===== config.mk =====
export PLATFORM = sky130hd
export DESIGN_NAME = simd_stream_top
export DESIGN_NICKNAME = d
export VERILOG_FILES = /design/src/core_pkg.sv /design/src/stream_pkg.sv /design/src/simd_ifs.sv /design/src/agu.sv /design/src/result_mem.sv /design/src/simd_core.sv /design/src/simd_stream_top.sv /design/src/stream_ctrl.sv /design/src/wb_host_regs.sv
export SDC_FILE = /design/constraint.sdc
export NUM_CORES = 1
export LEC_CHECK = 0
export BUFFER_PORTS_ARGS = -buffer_cell sky130_fd_sc_hd__buf_4
export CAP_MARGIN = 10
export CORE_UTILIZATION = 50
export CTS_BUF_LIST = sky130_fd_sc_hd__clkbuf_4 sky130_fd_sc_hd__clkbuf_8
export DETAILED_ROUTE_END_ITERATION = 6
export GPL_TIMING_DRIVEN = 0
export PLACE_DENSITY_LB_ADDON = 0.3
export SETUP_SLACK_MARGIN = 0.4
export SYNTH_ARGS = -nofsm -noshare
export SYNTH_HDL_FRONTEND = slang
export SYNTH_SLANG_ARGS = --single-unit

===== constraint.sdc =====
create_clock -name clk -period 5.4 [get_ports clk]
set_input_delay 0.27 -clock clk [delete_from_list [all_inputs] [get_ports clk]]
set_output_delay 0.27 -clock clk [all_outputs]
set_load 0.02 [all_outputs]

===== src/core_pkg.sv =====
`default_nettype none

package core_pkg;

    // ==============================
    // instruction set
    // ==============================

    // broadcast opcodes, same for every lane
    typedef enum logic [2:0] {
        OP_NOP     = 3'd0,
        OP_LDI     = 3'd1,
        OP_ADDI    = 3'd2,
        OP_ADDLANE = 3'd3,
        OP_SHL     = 3'd4,
        OP_ST      = 3'd5,
        OP_LAST    = 3'd6
    } opcode_e;

    // imm is zero-extended to the lane width
    typedef struct packed {
        opcode_e    opcode;
        logic [2:0] slot;
        logic [9:0] imm;
    } instr_t;

    localparam int PROG_DEPTH = 16;
    typedef logic [3:0] pc_t;

    // ==============================
    // host register map
    // ==============================

    // word address, 0..15 are program words
    typedef logic [4:0] wb_adr_t;

    localparam wb_adr_t REG_CTRL   = 5'd16;
    localparam wb_adr_t REG_STATUS = 5'd17;

endpackage

`default_nettype wire


===== src/stream_pkg.sv =====
`default_nettype none

package stream_pkg;

    // result slots, one per stream beat
    localparam int NUM_SLOTS = 8;
    typedef logic [2:0] slot_idx_t;

    // index range walked by the stream agu
    localparam slot_idx_t SLOT_FIRST = 3'd0;
    localparam slot_idx_t SLOT_FINAL = 3'd7;

    // lane accumulator and slot width
    localparam int DEFAULT_DATA_W = 16;

    // lane last goes through this many stages before the stream may start
    // so a store issued next to the closing instruction has landed
    localparam int SETTLE_CYCLES = 2;

endpackage

`default_nettype wire


===== src/simd_ifs.sv =====
`timescale 1ns/1ps
`default_nettype none

// host regs <-> sequencer
interface prog_if;
    import core_pkg::*;

    logic   go;
    pc_t    fetch_pc;
    instr_t instr;
    logic   busy;

    modport host (output go, output instr, input fetch_pc, input busy);
    modport seq  (input go, input instr, output fetch_pc, output busy);
endinterface

// core stores -> result slots, lane last -> stream control
interface store_if #(
    parameter int NUM_LANES = 4,
    parameter int DATA_W    = stream_pkg::DEFAULT_DATA_W
);
    import stream_pkg::*;

    logic                        st_en;
    slot_idx_t                   st_slot;
    logic [NUM_LANES*DATA_W-1:0] st_data;
    logic                        clear;
    logic [NUM_LANES-1:0]        last;

    modport src   (output st_en, output st_slot, output st_data, output clear, output last);
    modport sink  (input st_en, input st_slot, input st_data, input clear);
    modport watch (input last);
endinterface

`default_nettype wire


===== src/agu.sv =====
`timescale 1ns/1ps
`default_nettype none

module agu #(
    parameter int W = 3
) (
    input  wire          clk,
    input  wire          rst,
    input  wire [W-1:0]  ini,
    input  wire [W-1:0]  fin,
    input  wire          start,
    input  wire          en,
    output logic [W-1:0] data,
    output logic         last
);

    logic run;

    always_ff @(posedge clk) begin
        if (rst) begin
            data <= ini;
            run  <= 1'b0;
        end else if (start) begin
            data <= ini;
            run  <= 1'b1;
        end else if (en & run) begin
            // stop on the final index, data parks there
            if (data == fin) begin
                run <= 1'b0;
            end else begin
                data <= data + 1'b1;
            end
        end
    end

    // flag only while counting
    assign last = run & (data == fin);

endmodule

`default_nettype wire


===== src/result_mem.sv =====
`timescale 1ns/1ps
`default_nettype none

module result_mem #(
    parameter int NUM_LANES = 4,
    parameter int DATA_W    = stream_pkg::DEFAULT_DATA_W
) (
    input  wire                   clk,
    input  wire                   rst,
    store_if.sink                 st,
    input  wire stream_pkg::slot_idx_t stream_i,
    input  wire                   stream_v,
    output logic [DATA_W-1:0]     dst_data
);
    import stream_pkg::*;

    logic [DATA_W-1:0] slots [NUM_SLOTS];
    logic [DATA_W-1:0] lane_sum;

    // sum of all lanes, carries out of DATA_W are dropped
    always_comb begin
        lane_sum = '0;
        for (int l = 0; l < NUM_LANES; l++) begin
            lane_sum = lane_sum + st.st_data[l*DATA_W +: DATA_W];
        end
    end

    // ==============================
    // slot write and clear
    // ==============================

    always_ff @(posedge clk) begin
        if (rst || st.clear) begin
            // every slot back to zero in one clock
            for (int s = 0; s < NUM_SLOTS; s++) begin
                slots[s] <= '0;
            end
        end else if (st.st_en) begin
            slots[st.st_slot] <= lane_sum;
        end
    end

    // stream read, holds while stream_v low
    always_ff @(posedge clk) begin
        if (stream_v) begin
            dst_data <= slots[stream_i];
        end
    end

endmodule

`default_nettype wire


===== src/simd_core.sv =====
`timescale 1ns/1ps
`default_nettype none

module simd_core #(
    parameter int NUM_LANES = 4,
    parameter int DATA_W    = stream_pkg::DEFAULT_DATA_W
) (
    input wire  clk,
    input wire  rst,
    prog_if.seq prog,
    store_if.src st
);
    import core_pkg::*;
    import stream_pkg::*;

    typedef enum logic {S_IDLE, S_RUN} state_e;

    state_e            state;
    pc_t               pc;
    instr_t            ir;
    logic              running;
    logic              start;
    logic [DATA_W-1:0] acc [NUM_LANES];

    // one lane step for the broadcast opcode
    function automatic logic [DATA_W-1:0] lane_next(
        input logic [DATA_W-1:0] acc_in,
        input instr_t            ins,
        input int                lane
    );
        logic [DATA_W-1:0] nxt;
        nxt = acc_in;
        case (ins.opcode)
            OP_LDI:                nxt = DATA_W'(ins.imm);
            OP_ADDI:               nxt = acc_in + DATA_W'(ins.imm);
            OP_ADDLANE:            nxt = acc_in + DATA_W'(lane);
            OP_SHL:                nxt = acc_in << 1;
            OP_NOP, OP_ST, OP_LAST: nxt = acc_in;
            default:               nxt = acc_in;
        endcase
        return nxt;
    endfunction

    assign ir      = prog.instr;
    assign running = (state == S_RUN);
    // go while busy is dropped here
    assign start   = prog.go & ~running;

    // ==============================
    // sequencer
    // ==============================

    always_ff @(posedge clk) begin
        if (rst) begin
            state <= S_IDLE;
            pc    <= '0;
        end else if (start) begin
            state <= S_RUN;
            pc    <= '0;
        end else if (running) begin
            pc <= pc + 1'b1;
            if (ir.opcode == OP_LAST) begin
                state <= S_IDLE;
            end
        end
    end

    // lanes in lockstep, zeroed at run start
    always_ff @(posedge clk) begin
        for (int l = 0; l < NUM_LANES; l++) begin
            if (start) begin
                acc[l] <= '0;
            end else if (running) begin
                acc[l] <= lane_next(acc[l], ir, l);
            end
        end
    end

    assign prog.fetch_pc = pc;
    assign prog.busy     = running;

    // store request and lane completion
    assign st.st_en   = running & (ir.opcode == OP_ST);
    assign st.st_slot = slot_idx_t'(ir.slot);
    assign st.clear   = start;

    always_comb begin
        for (int l = 0; l < NUM_LANES; l++) begin
            st.st_data[l*DATA_W +: DATA_W] = acc[l];
            st.last[l] = running & (ir.opcode == OP_LAST);
        end
    end

    // last closes the run, busy drops right after
    last_ends_run: assert property (@(posedge clk) disable iff (rst)
        (|st.last) |-> prog.busy ##1 !prog.busy);

endmodule

`default_nettype wire


===== src/simd_stream_top.sv =====
`timescale 1ns/1ps
`default_nettype none

module simd_stream_top #(
    parameter int NUM_LANES = 4,
    parameter int DATA_W    = stream_pkg::DEFAULT_DATA_W
) (
    input  wire                    clk,
    input  wire                    rst,
    // host wishbone
    input  wire                    wb_cyc,
    input  wire                    wb_stb,
    input  wire                    wb_we,
    input  wire core_pkg::wb_adr_t wb_adr,
    input  wire [15:0]             wb_dat_w,
    output logic [15:0]            wb_dat_r,
    output logic                   wb_ack,
    // result stream
    output logic [DATA_W-1:0]      dst_data,
    output logic                   dst_valid,
    output logic                   dst_last,
    input  wire                    dst_ready
);
    import stream_pkg::*;

    slot_idx_t stream_i;
    logic      stream_v;

    prog_if prog_bus ();
    store_if #(.NUM_LANES(NUM_LANES), .DATA_W(DATA_W)) store_bus ();

    wb_host_regs wb_host_regs_inst (
        .clk      (clk),
        .rst      (rst),
        .wb_cyc   (wb_cyc),
        .wb_stb   (wb_stb),
        .wb_we    (wb_we),
        .wb_adr   (wb_adr),
        .wb_dat_w (wb_dat_w),
        .wb_dat_r (wb_dat_r),
        .wb_ack   (wb_ack),
        .prog     (prog_bus.host)
    );

    simd_core #(.NUM_LANES(NUM_LANES), .DATA_W(DATA_W)) simd_core_inst (
        .clk  (clk),
        .rst  (rst),
        .prog (prog_bus.seq),
        .st   (store_bus.src)
    );

    result_mem #(.NUM_LANES(NUM_LANES), .DATA_W(DATA_W)) result_mem_inst (
        .clk      (clk),
        .rst      (rst),
        .st       (store_bus.sink),
        .stream_i (stream_i),
        .stream_v (stream_v),
        .dst_data (dst_data)
    );

    // end-of-index flag is internal to the stream window
    stream_ctrl #(.NUM_LANES(NUM_LANES)) stream_ctrl_inst (
        .clk         (clk),
        .rst         (rst),
        .st          (store_bus.watch),
        .dst_ready   (dst_ready),
        .dst_valid   (dst_valid),
        .dst_last    (dst_last),
        .stream_v    (stream_v),
        .stream_i    (stream_i),
        .last_stream ()
    );

endmodule

`default_nettype wire


===== src/stream_ctrl.sv =====
`timescale 1ns/1ps
`default_nettype none

module stream_ctrl #(
    parameter int NUM_LANES = 4
) (
    input  wire                    clk,
    input  wire                    rst,
    store_if.watch                 st,
    input  wire                    dst_ready,
    output logic                   dst_valid,
    output logic                   dst_last,
    output logic                   stream_v,
    output stream_pkg::slot_idx_t  stream_i,
    output logic                   last_stream
);
    import stream_pkg::*;

    logic [NUM_LANES-1:0]     lane_last;
    logic [SETTLE_CYCLES-1:0] last_sr;
    logic                     last_settled;
    logic                     last_keep;
    logic                     stream_ok;
    logic                     stream_active;

    assign lane_last = st.last;

    // ==============================
    // settle delay on lane last
    // ==============================

    always_ff @(posedge clk) begin
        if (rst) begin
            last_sr <= '0;
        end else begin
            last_sr <= {last_sr[SETTLE_CYCLES-2:0], |lane_last};
        end
    end

    assign last_settled = last_sr[SETTLE_CYCLES-1];

    // start allowed only with ready high and no stream running
    assign stream_ok = (last_settled | last_keep) & dst_ready & ~stream_active;

    // remember a settled last until it can start
    always_ff @(posedge clk) begin
        if (rst) begin
            last_keep <= 1'b0;
        end else if (stream_ok) begin
            last_keep <= 1'b0;
        end else if (last_settled) begin
            last_keep <= 1'b1;
        end
    end

    // ==============================
    // stream window
    // ==============================

    // high from start until the final index is accepted
    always_ff @(posedge clk) begin
        if (rst) begin
            stream_active <= 1'b0;
        end else if (dst_ready & last_stream) begin
            stream_active <= 1'b0;
        end else if (stream_ok) begin
            stream_active <= 1'b1;
        end
    end

    // slot index walk, steps only on ready
    agu #(
        .W($bits(slot_idx_t))
    ) agu_stream_i (
        .clk   (clk),
        .rst   (rst),
        .ini   (SLOT_FIRST),
        .fin   (SLOT_FINAL),
        .start (stream_ok),
        .en    (dst_ready),
        .data  (stream_i),
        .last  (last_stream)
    );

    // slot read enable for result_mem
    assign stream_v = dst_ready & stream_active;

    // output flags, all frozen while ready low
    always_ff @(posedge clk) begin
        if (rst) begin
            dst_valid <= 1'b0;
            dst_last  <= 1'b0;
        end else if (dst_ready) begin
            dst_valid <= stream_active;
            dst_last  <= stream_active & last_stream;
        end
    end

    last_has_valid: assert property (@(posedge clk) disable iff (rst) dst_last |-> dst_valid);

endmodule

`default_nettype wire


===== src/wb_host_regs.sv =====
`timescale 1ns/1ps
`default_nettype none

module wb_host_regs (
    input  wire                  clk,
    input  wire                  rst,
    input  wire                  wb_cyc,
    input  wire                  wb_stb,
    input  wire                  wb_we,
    input  wire core_pkg::wb_adr_t wb_adr,
    input  wire [15:0]           wb_dat_w,
    output logic [15:0]          wb_dat_r,
    output logic                 wb_ack,
    prog_if.host                 prog
);
    import core_pkg::*;

    instr_t prog_mem [PROG_DEPTH];
    logic   req;
    logic   go_q;

    // new request only while no ack is out, gives single cycle ack
    assign req = wb_cyc & wb_stb & ~wb_ack;

    always_ff @(posedge clk) begin
        if (rst) begin
            wb_ack <= 1'b0;
            go_q   <= 1'b0;
        end else begin
            wb_ack <= req;
            // go only from a write to ctrl with bit 0 set
            go_q   <= req & wb_we & (wb_adr == REG_CTRL) & wb_dat_w[0];
        end
    end

    // ==============================
    // program memory and read data
    // ==============================

    always_ff @(posedge clk) begin
        // bit 4 clear selects a program word
        if (req & wb_we & ~wb_adr[4]) begin
            prog_mem[pc_t'(wb_adr[3:0])] <= instr_t'(wb_dat_w);
        end
        if (req & ~wb_we) begin
            if (~wb_adr[4]) begin
                wb_dat_r <= prog_mem[pc_t'(wb_adr[3:0])];
            end else if (wb_adr == REG_STATUS) begin
                wb_dat_r <= {15'd0, prog.busy};
            end else begin
                // ctrl and unmapped read as zero
                wb_dat_r <= '0;
            end
        end
    end

    // fetch port, combinational for the sequencer
    assign prog.instr = prog_mem[prog.fetch_pc];
    assign prog.go    = go_q;

    ack_single: assert property (@(posedge clk) disable iff (rst) wb_ack |=> !wb_ack);

endmodule

`default_nettype wire

Word level (Yosys, flattened, before mapping)
Memory sizes are Yosys's and may differ from the RTL's. A register that Yosys moved wholly into a read port is not among the register bits.
Index checks and enable logic that the tools add are counted.
Widths: inputs -> output; s select.
{"block": "totals", "register_bits": 33, "ramBits": 448, "word_cells": 114, "mem_count": 3}
{"name": "wb_host_regs_inst.prog_mem", "depth": 16, "word_bits": 16, "read_ports": 2, "rd_ports_with_merged_regs": 1, "wr": 1, "line": "wb_host_regs.sv:18", "source": "instr_t prog_mem [PROG_DEPTH];"}
{"name": "result_mem_inst.slots", "depth": 8, "word_bits": 16, "read_ports": 1, "rd_ports_with_merged_regs": 1, "wr": 8, "line": "result_mem.sv:17", "source": "logic [DATA_W-1:0] slots [NUM_SLOTS];"}
{"name": "simd_core_inst.acc", "depth": 4, "word_bits": 16, "read_ports": 4, "rd_ports_with_merged_regs": 0, "wr": 4, "line": "simd_core.sv:23", "source": "logic [DATA_W-1:0] acc [NUM_LANES];"}
{"block": "op_classes", "addsub": 12, "n_eq_ne": 9, "n_mux": 41, "bitwise_logic": 28, "reduce_logical": 9}
{"cell": "$mux 16", "count": 14}
{"cell": "$pmux 16 s4", "count": 3}
{"cell": "$add 16x10->16", "count": 4}
{"cell": "$add 16x16->16", "count": 3}
{"cell": "$pmux 16 s3", "count": 1}
{"cell": "$add 16x2->16 const B", "count": 2}
{"cell": "$mux 1", "count": 20}
{"cell": "$and 1x1->1", "count": 17}
{"cell": "$add 16x1->16 const B", "count": 1}
{"cell": "$reduce_or 16->1", "count": 1}
{"cell": "$eq 3x3->1 const B", "count": 4}
{"cell": "$eq 5x5->1 const B", "count": 2}
{"cell": "$mux 4", "count": 2}
{"cell": "$eq 3x2->1 const B", "count": 2}
{"cell": "$not 1->1", "count": 6}
{"cell": "$reduce_or 2->1", "count": 3}
{"cell": "$or 1x1->1", "count": 5}
{"cell": "$add 4x1->4 const B", "count": 1}
{"cell": "$reduce_and 2->1", "count": 2}
{"cell": "$reduce_bool 2->1", "count": 2}
{"cell": "$add 3x1->3 const B", "count": 1}
{"cell": "$eq 3x1->1 const B", "count": 1}
{"cell": "$mux 3", "count": 1}
{"cell": "$logic_or 1x1->1", "count": 1}

Logic depth before layout (Yosys ltp)
{"block": "logic_depth", "word_depth": 7, "mapped_depth": 22}

By module
A second synthesis with hierarchy kept.
{"block": "unflattened", "cells_unflattened": 1926, "area_unflattened_um2": 27034.7}
{"mod": "wb_host_regs", "n_inst": 1, "cells_per_inst": 546, "area_each_um2": 12454.4, "seq_area_each_um2": 8207.9}
{"mod": "result_mem", "n_inst": 1, "cells_per_inst": 579, "area_each_um2": 7643.6, "seq_area_each_um2": 4324.1}
{"mod": "simd_core", "n_inst": 1, "cells_per_inst": 755, "area_each_um2": 6441.2, "seq_area_each_um2": 2021.9}
{"mod": "agu", "n_inst": 1, "cells_per_inst": 22, "area_each_um2": 251.5, "seq_area_each_um2": 110.1}
{"mod": "stream_ctrl", "n_inst": 1, "cells_per_inst": 24, "area_each_um2": 244.0, "seq_area_each_um2": 120.1}

Worst setup path before layout
No wires, ideal clock.
{"block": "synth_path", "path_type": "flip-flop to flip-flop", "start": "register (tool-made name)", "end": "memory simd_core_inst.acc[1][30] (netlist bit), data pin", "setup_time_ps": 257, "arrival_ps": 5605, "required_time_ps": 5143, "slack_ps": -462, "stages_incl_launch_ff": 21, "period_less_slack_ps": 5862, "path_cell_list": "dfxtp_1 -> buf_6 -> buf_6 -> buf_4 -> buf_2 -> buf_2 -> buf_2 -> mux4_2 -> mux4_2 -> nand2b_1 -> ha_1 -> fa_1 -> maj3_1 -> a222oi_1 -> a31oi_1 -> a21oi_1 -> o21ai_2 -> nand3_1 -> a311o_1 -> mux2i_1 -> nand2_1"}
{"item": "end, declared", "line": "simd_core.sv:23"}

==> reports/summary.txt <==
status -> finished, final reports clean
largest net degree at the start of global routing -> 27
layout filler cell count -> 3,759
Post-synth top flop -> edfxtp_1
DIE AREA -> 52,600 um^2
n_diodes -> 0
Highest Clock Rate -> 203 MHz
DIE HEIGHT -> 229 um
Port Buf Inserts -> 58
Leak Pwr -> 0.0103 uW
Crit Path Category -> flip-flop to flip-flop
Nets -> 2,120
asr flop ratio synth -> 0%
H-tree depth -> 3
Iter 0 DRT Violations -> 1,738
number of global-route vias before repair -> 17,000
CTS tree -> done
first-pass GRT wire length -> 103,000 um
post-synthesis compound-gate area fraction -> 6.54%
clk_skew -> 0.0409 ns
NetSw -> 1770 uW
RSZ-0062 raised after global routing -> true
Final Max Slew Viols -> 0
Slew @ Worst Pin -> 1.26 ns
Synth warnings -> 0
final setup violating endpoints -> 0
drt total wl -> 68,900 um
sequential fraction of the synthesis area -> 57.3%
share of layout cells above drive strength 1 -> 28.4%
Clock Root Buffer -> clkbuf_8
Comb power frac -> 3.8%
clock power share -> 42.5%
Yosys reg bits -> 501
synthesized area -> 25,900 um^2
hold_sp -> wb_cyc
setup TNS -> 0 ns
Clock Pin Slew Worst Setup and Hold Paths -> 0.06 ns
die width -> 229 um
CP startpoint kind -> flip-flop
# rows -> 82
Syn-to-layout area delta -> 17.5%
Worst setup EP type -> flip-flop
Seq pwr share -> 53.6%
top cell type by total area after synthesis -> edfxtp_1
GR Overflow Total -> 0
vias per cell -> 6.24
Yosys top cell area share -> 55.7%
worst hold path type -> input port to flip-flop
pwr dens -> 264 nW/um^2
sw frac -> 22.0%
Adder-Cell Fraction of Synth Area -> 5.10%
critical path arrival -> 5.35 ns
initial antenna violation count -> 2
CP required -> 5.82 ns
top area cells in the synthesized netlist -> edfxtp_1 56%, mux4_2 16%, nor2_1 3.3%
fin cells -> 2,750
net count after synthesis -> 1,873
Post-Synth XOR/XNOR Area -> 2.74%
GP Congestion -> 0.901
Antenna Nets Post-Route -> 0
Tcrit/Tclk final -> 91.3%
all-layer global routing usage -> 26.3%
post-synthesis instance total -> 1,765
Fin. Hold Viols -> 0
Post-Synth Simple-Gate Area -> 8.27%
maxcap violations -> 0
Worst IR Drop VDD -> 0.344 mV
post-synthesis mux area share -> 17.6%
total I/O pin count -> 62
Relative slew margins -> 16.3%
Min Clock Period, post-route -> 4.93 ns
CTS Buffer Depth -> 3
post-DR wirelength/cell -> 25.0 um
Vias -> 17,200
worst-skew pair later-pin latency -> 0.70 ns
CP max FO -> 7
Post-synth EDFFs -> 480
placed insts -> 2,514
CTS Sinks -> 501
CTS Buf Count -> 83
core area -> 50,600 um^2
Pre-antenna DRT Iters -> 6
Area after DPL -> 27,700 um^2
largest family of logic cells by synthesized area -> multiplexers
Distinct cells, synth -> 80
placed wire-length estimate -> 47,000 um
Mean Syn Cell Area -> 14.7 um^2
Pint -> 6250 uW
initial core utilization -> 51.1%
Residual DRC -> 0
design area -> 30,400 um^2
==> sequential cells by signal (all words and copies together), names as in the netlist, 2 cells and up, named ones only <==
| name | cells |
|---|---|
| wb_host_regs_inst.prog_mem | 256 |
| result_mem_inst.slots | 128 |
| wb_host_regs_inst.wb_dat_r | 16 |
| simd_core_inst.prog.fetch_pc | 4 |
| simd_core_inst.acc | 64 |
| result_mem_inst.dst_data | 16 |
| stream_ctrl_inst.last_sr | 2 |
| stream_ctrl_inst.agu_stream_i.data | 3 |
==> path summary, 6_finish.rpt <==
kind	end	slack, ns	cells after the start
setup / recovery	simd_core_inst.acc[1][28]	0.47	24
hold / removal	wb_host_regs_inst.prog.go	0.09	3
hold reg to reg	stream_ctrl_inst.dst_last	0.48	2
setup reg to reg	simd_core_inst.acc[1][28]	0.47	24
==> cells by family (layout without fill, tap and decap cells) <==
| family | count (synthesis) | count (layout) |
|---|---|---|
| buf+inv | 152 | 465 |
| compound gates | 255 | 255 |
| simple gates | 476 | 476 |
| fa+ha+maj | 86 | 86 |
| xor+xnor | 80 | 80 |
| flops | 501 | 501 |
| mux | 215 | 215 |
==> placed cells by master (no fill, tap or decap), drive strengths merged, types with 5 or more instances in the layout <==
| cell type | count |
|---|---|
| dlygate4sd3 | 21 |
| ha | 47 |
| o22ai | 8 |
| and3 | 5 |
| and2 | 11 |
| a31oi | 18 |
| nor3 | 19 |
| mux2i | 7 |
| fa | 34 |
| a211oi | 5 |
| nand4 | 11 |
| nor2b | 27 |
| a21oi | 65 |
| maj3 | 5 |
| o21bai | 13 |
| dfxtp | 21 |
| nand2 | 106 |
| nor4 | 6 |
| mux2 | 19 |
| inv | 55 |
| o221ai | 5 |
| o21ai | 53 |
| or2 | 7 |
| xor2 | 21 |
| clkbuf | 192 |
| buf | 174 |
| edfxtp | 480 |
| mux4 | 189 |
| nand3 | 26 |
| o211ai | 8 |
| clkinv | 21 |
| a22oi | 20 |
| xnor2 | 59 |
| nor2 | 226 |
| nand2b | 14 |
| a21o | 12 |
| a221oi | 13 |
==> synth_stat cells, drive strengths merged (20+ instances only) <==
library cell and count:
edfxtp 480, nor2 226, mux4 189, nand2 106, clkbuf 66, a21oi 65
xnor2 59, o21ai 53, inv 51, ha 47, fa 34, buf 33
nor2b 27, nand3 26, dfxtp 21, xor2 21, a22oi 20
==> per-stage QoR <==
step | power [uW] | util (%) | setup slack (ns) | hold slack [ns]
6_report | 8020 | 60.1 | 0.470 | 0.0946
5_1_grt | 8250 | 60.1 | 0.312 | 0.0904
4_1_cts | 8060 | 59.1 | 0.392 | 0.0249
3_5_place_dp | 4670 | 54.7 | -0.612 | 0.461
3_3_place_gp | 4660 | 53.9 | -0.797 | 0.440
2_1_floorplan | 4540 | - | 0.406 | 0.369
==> final cells by class <==
cell class,instances,area (um^2),share of cell area (%)
clock inverters,25,165,0.543
repair buffers,162,1510,4.96
plain buffers,99,638,2.10
multi-input cells,1112,10700,35.1
flip-flops and latches,501,14800,48.8
clock buffers,126,1530,5.05
well taps,672,841,2.77
inverters,53,204,0.671
==> repair_timing <==
| action | in CTS | in global routing |
|---|---|---|
| pin swaps | 5 | 31 |
| buffers inserted | 23 | 39 |
| setup endpoints to repair | 41 | 49 |
| gates resized for setup | 41 | 38 |
| hold endpoints to repair | 270 | 0 |
| hold buffers | 21 | 0 |
==> worst max-delay path, stage by stage, from the launching register on <==
cell and delay, ns:
dfxtp_4 0.39, buf_12 0.13, buf_12 0.10, buf_4 0.14, mux4_2 0.53, nand2_2 0.10, and4_4 0.28, buf_12 0.12
nand3_4 0.12, buf_12 0.17, buf_4 0.14, nand2b_4 0.07, fa_2 0.25, buf_6 0.13, nor4_2 0.05, o22a_2 0.30
o311ai_4 0.30, a21oi_2 0.11, o21ai_2 0.20, nand3_2 0.11, a311o_1 0.39, buf_4 0.15, buf_4 0.13, o211ai_2 0.14
o211ai_1 0.10
==> routing by layer <==
layer / track usage (%) / wire length, um
met4: 11.0 / 2590
met5: 0 / 13
met2: 43.5 / 34300
met3: 5.03 / 5850
met1: 34.1 / 26100
==> power groups by stage <==
stage / Combinational (uW) / Sequential, uW / Clock [uW]
after CTS: 304 / 4300 / 3450
after detailed placement: 290 / 4380 / 0
after floorplan: 160 / 4380 / 0
after global routing: 325 / 4300 / 3620
after global placement: 278 / 4380 / 0
final: 309 / 4300 / 3410
(Power assumes the default switching activity.)
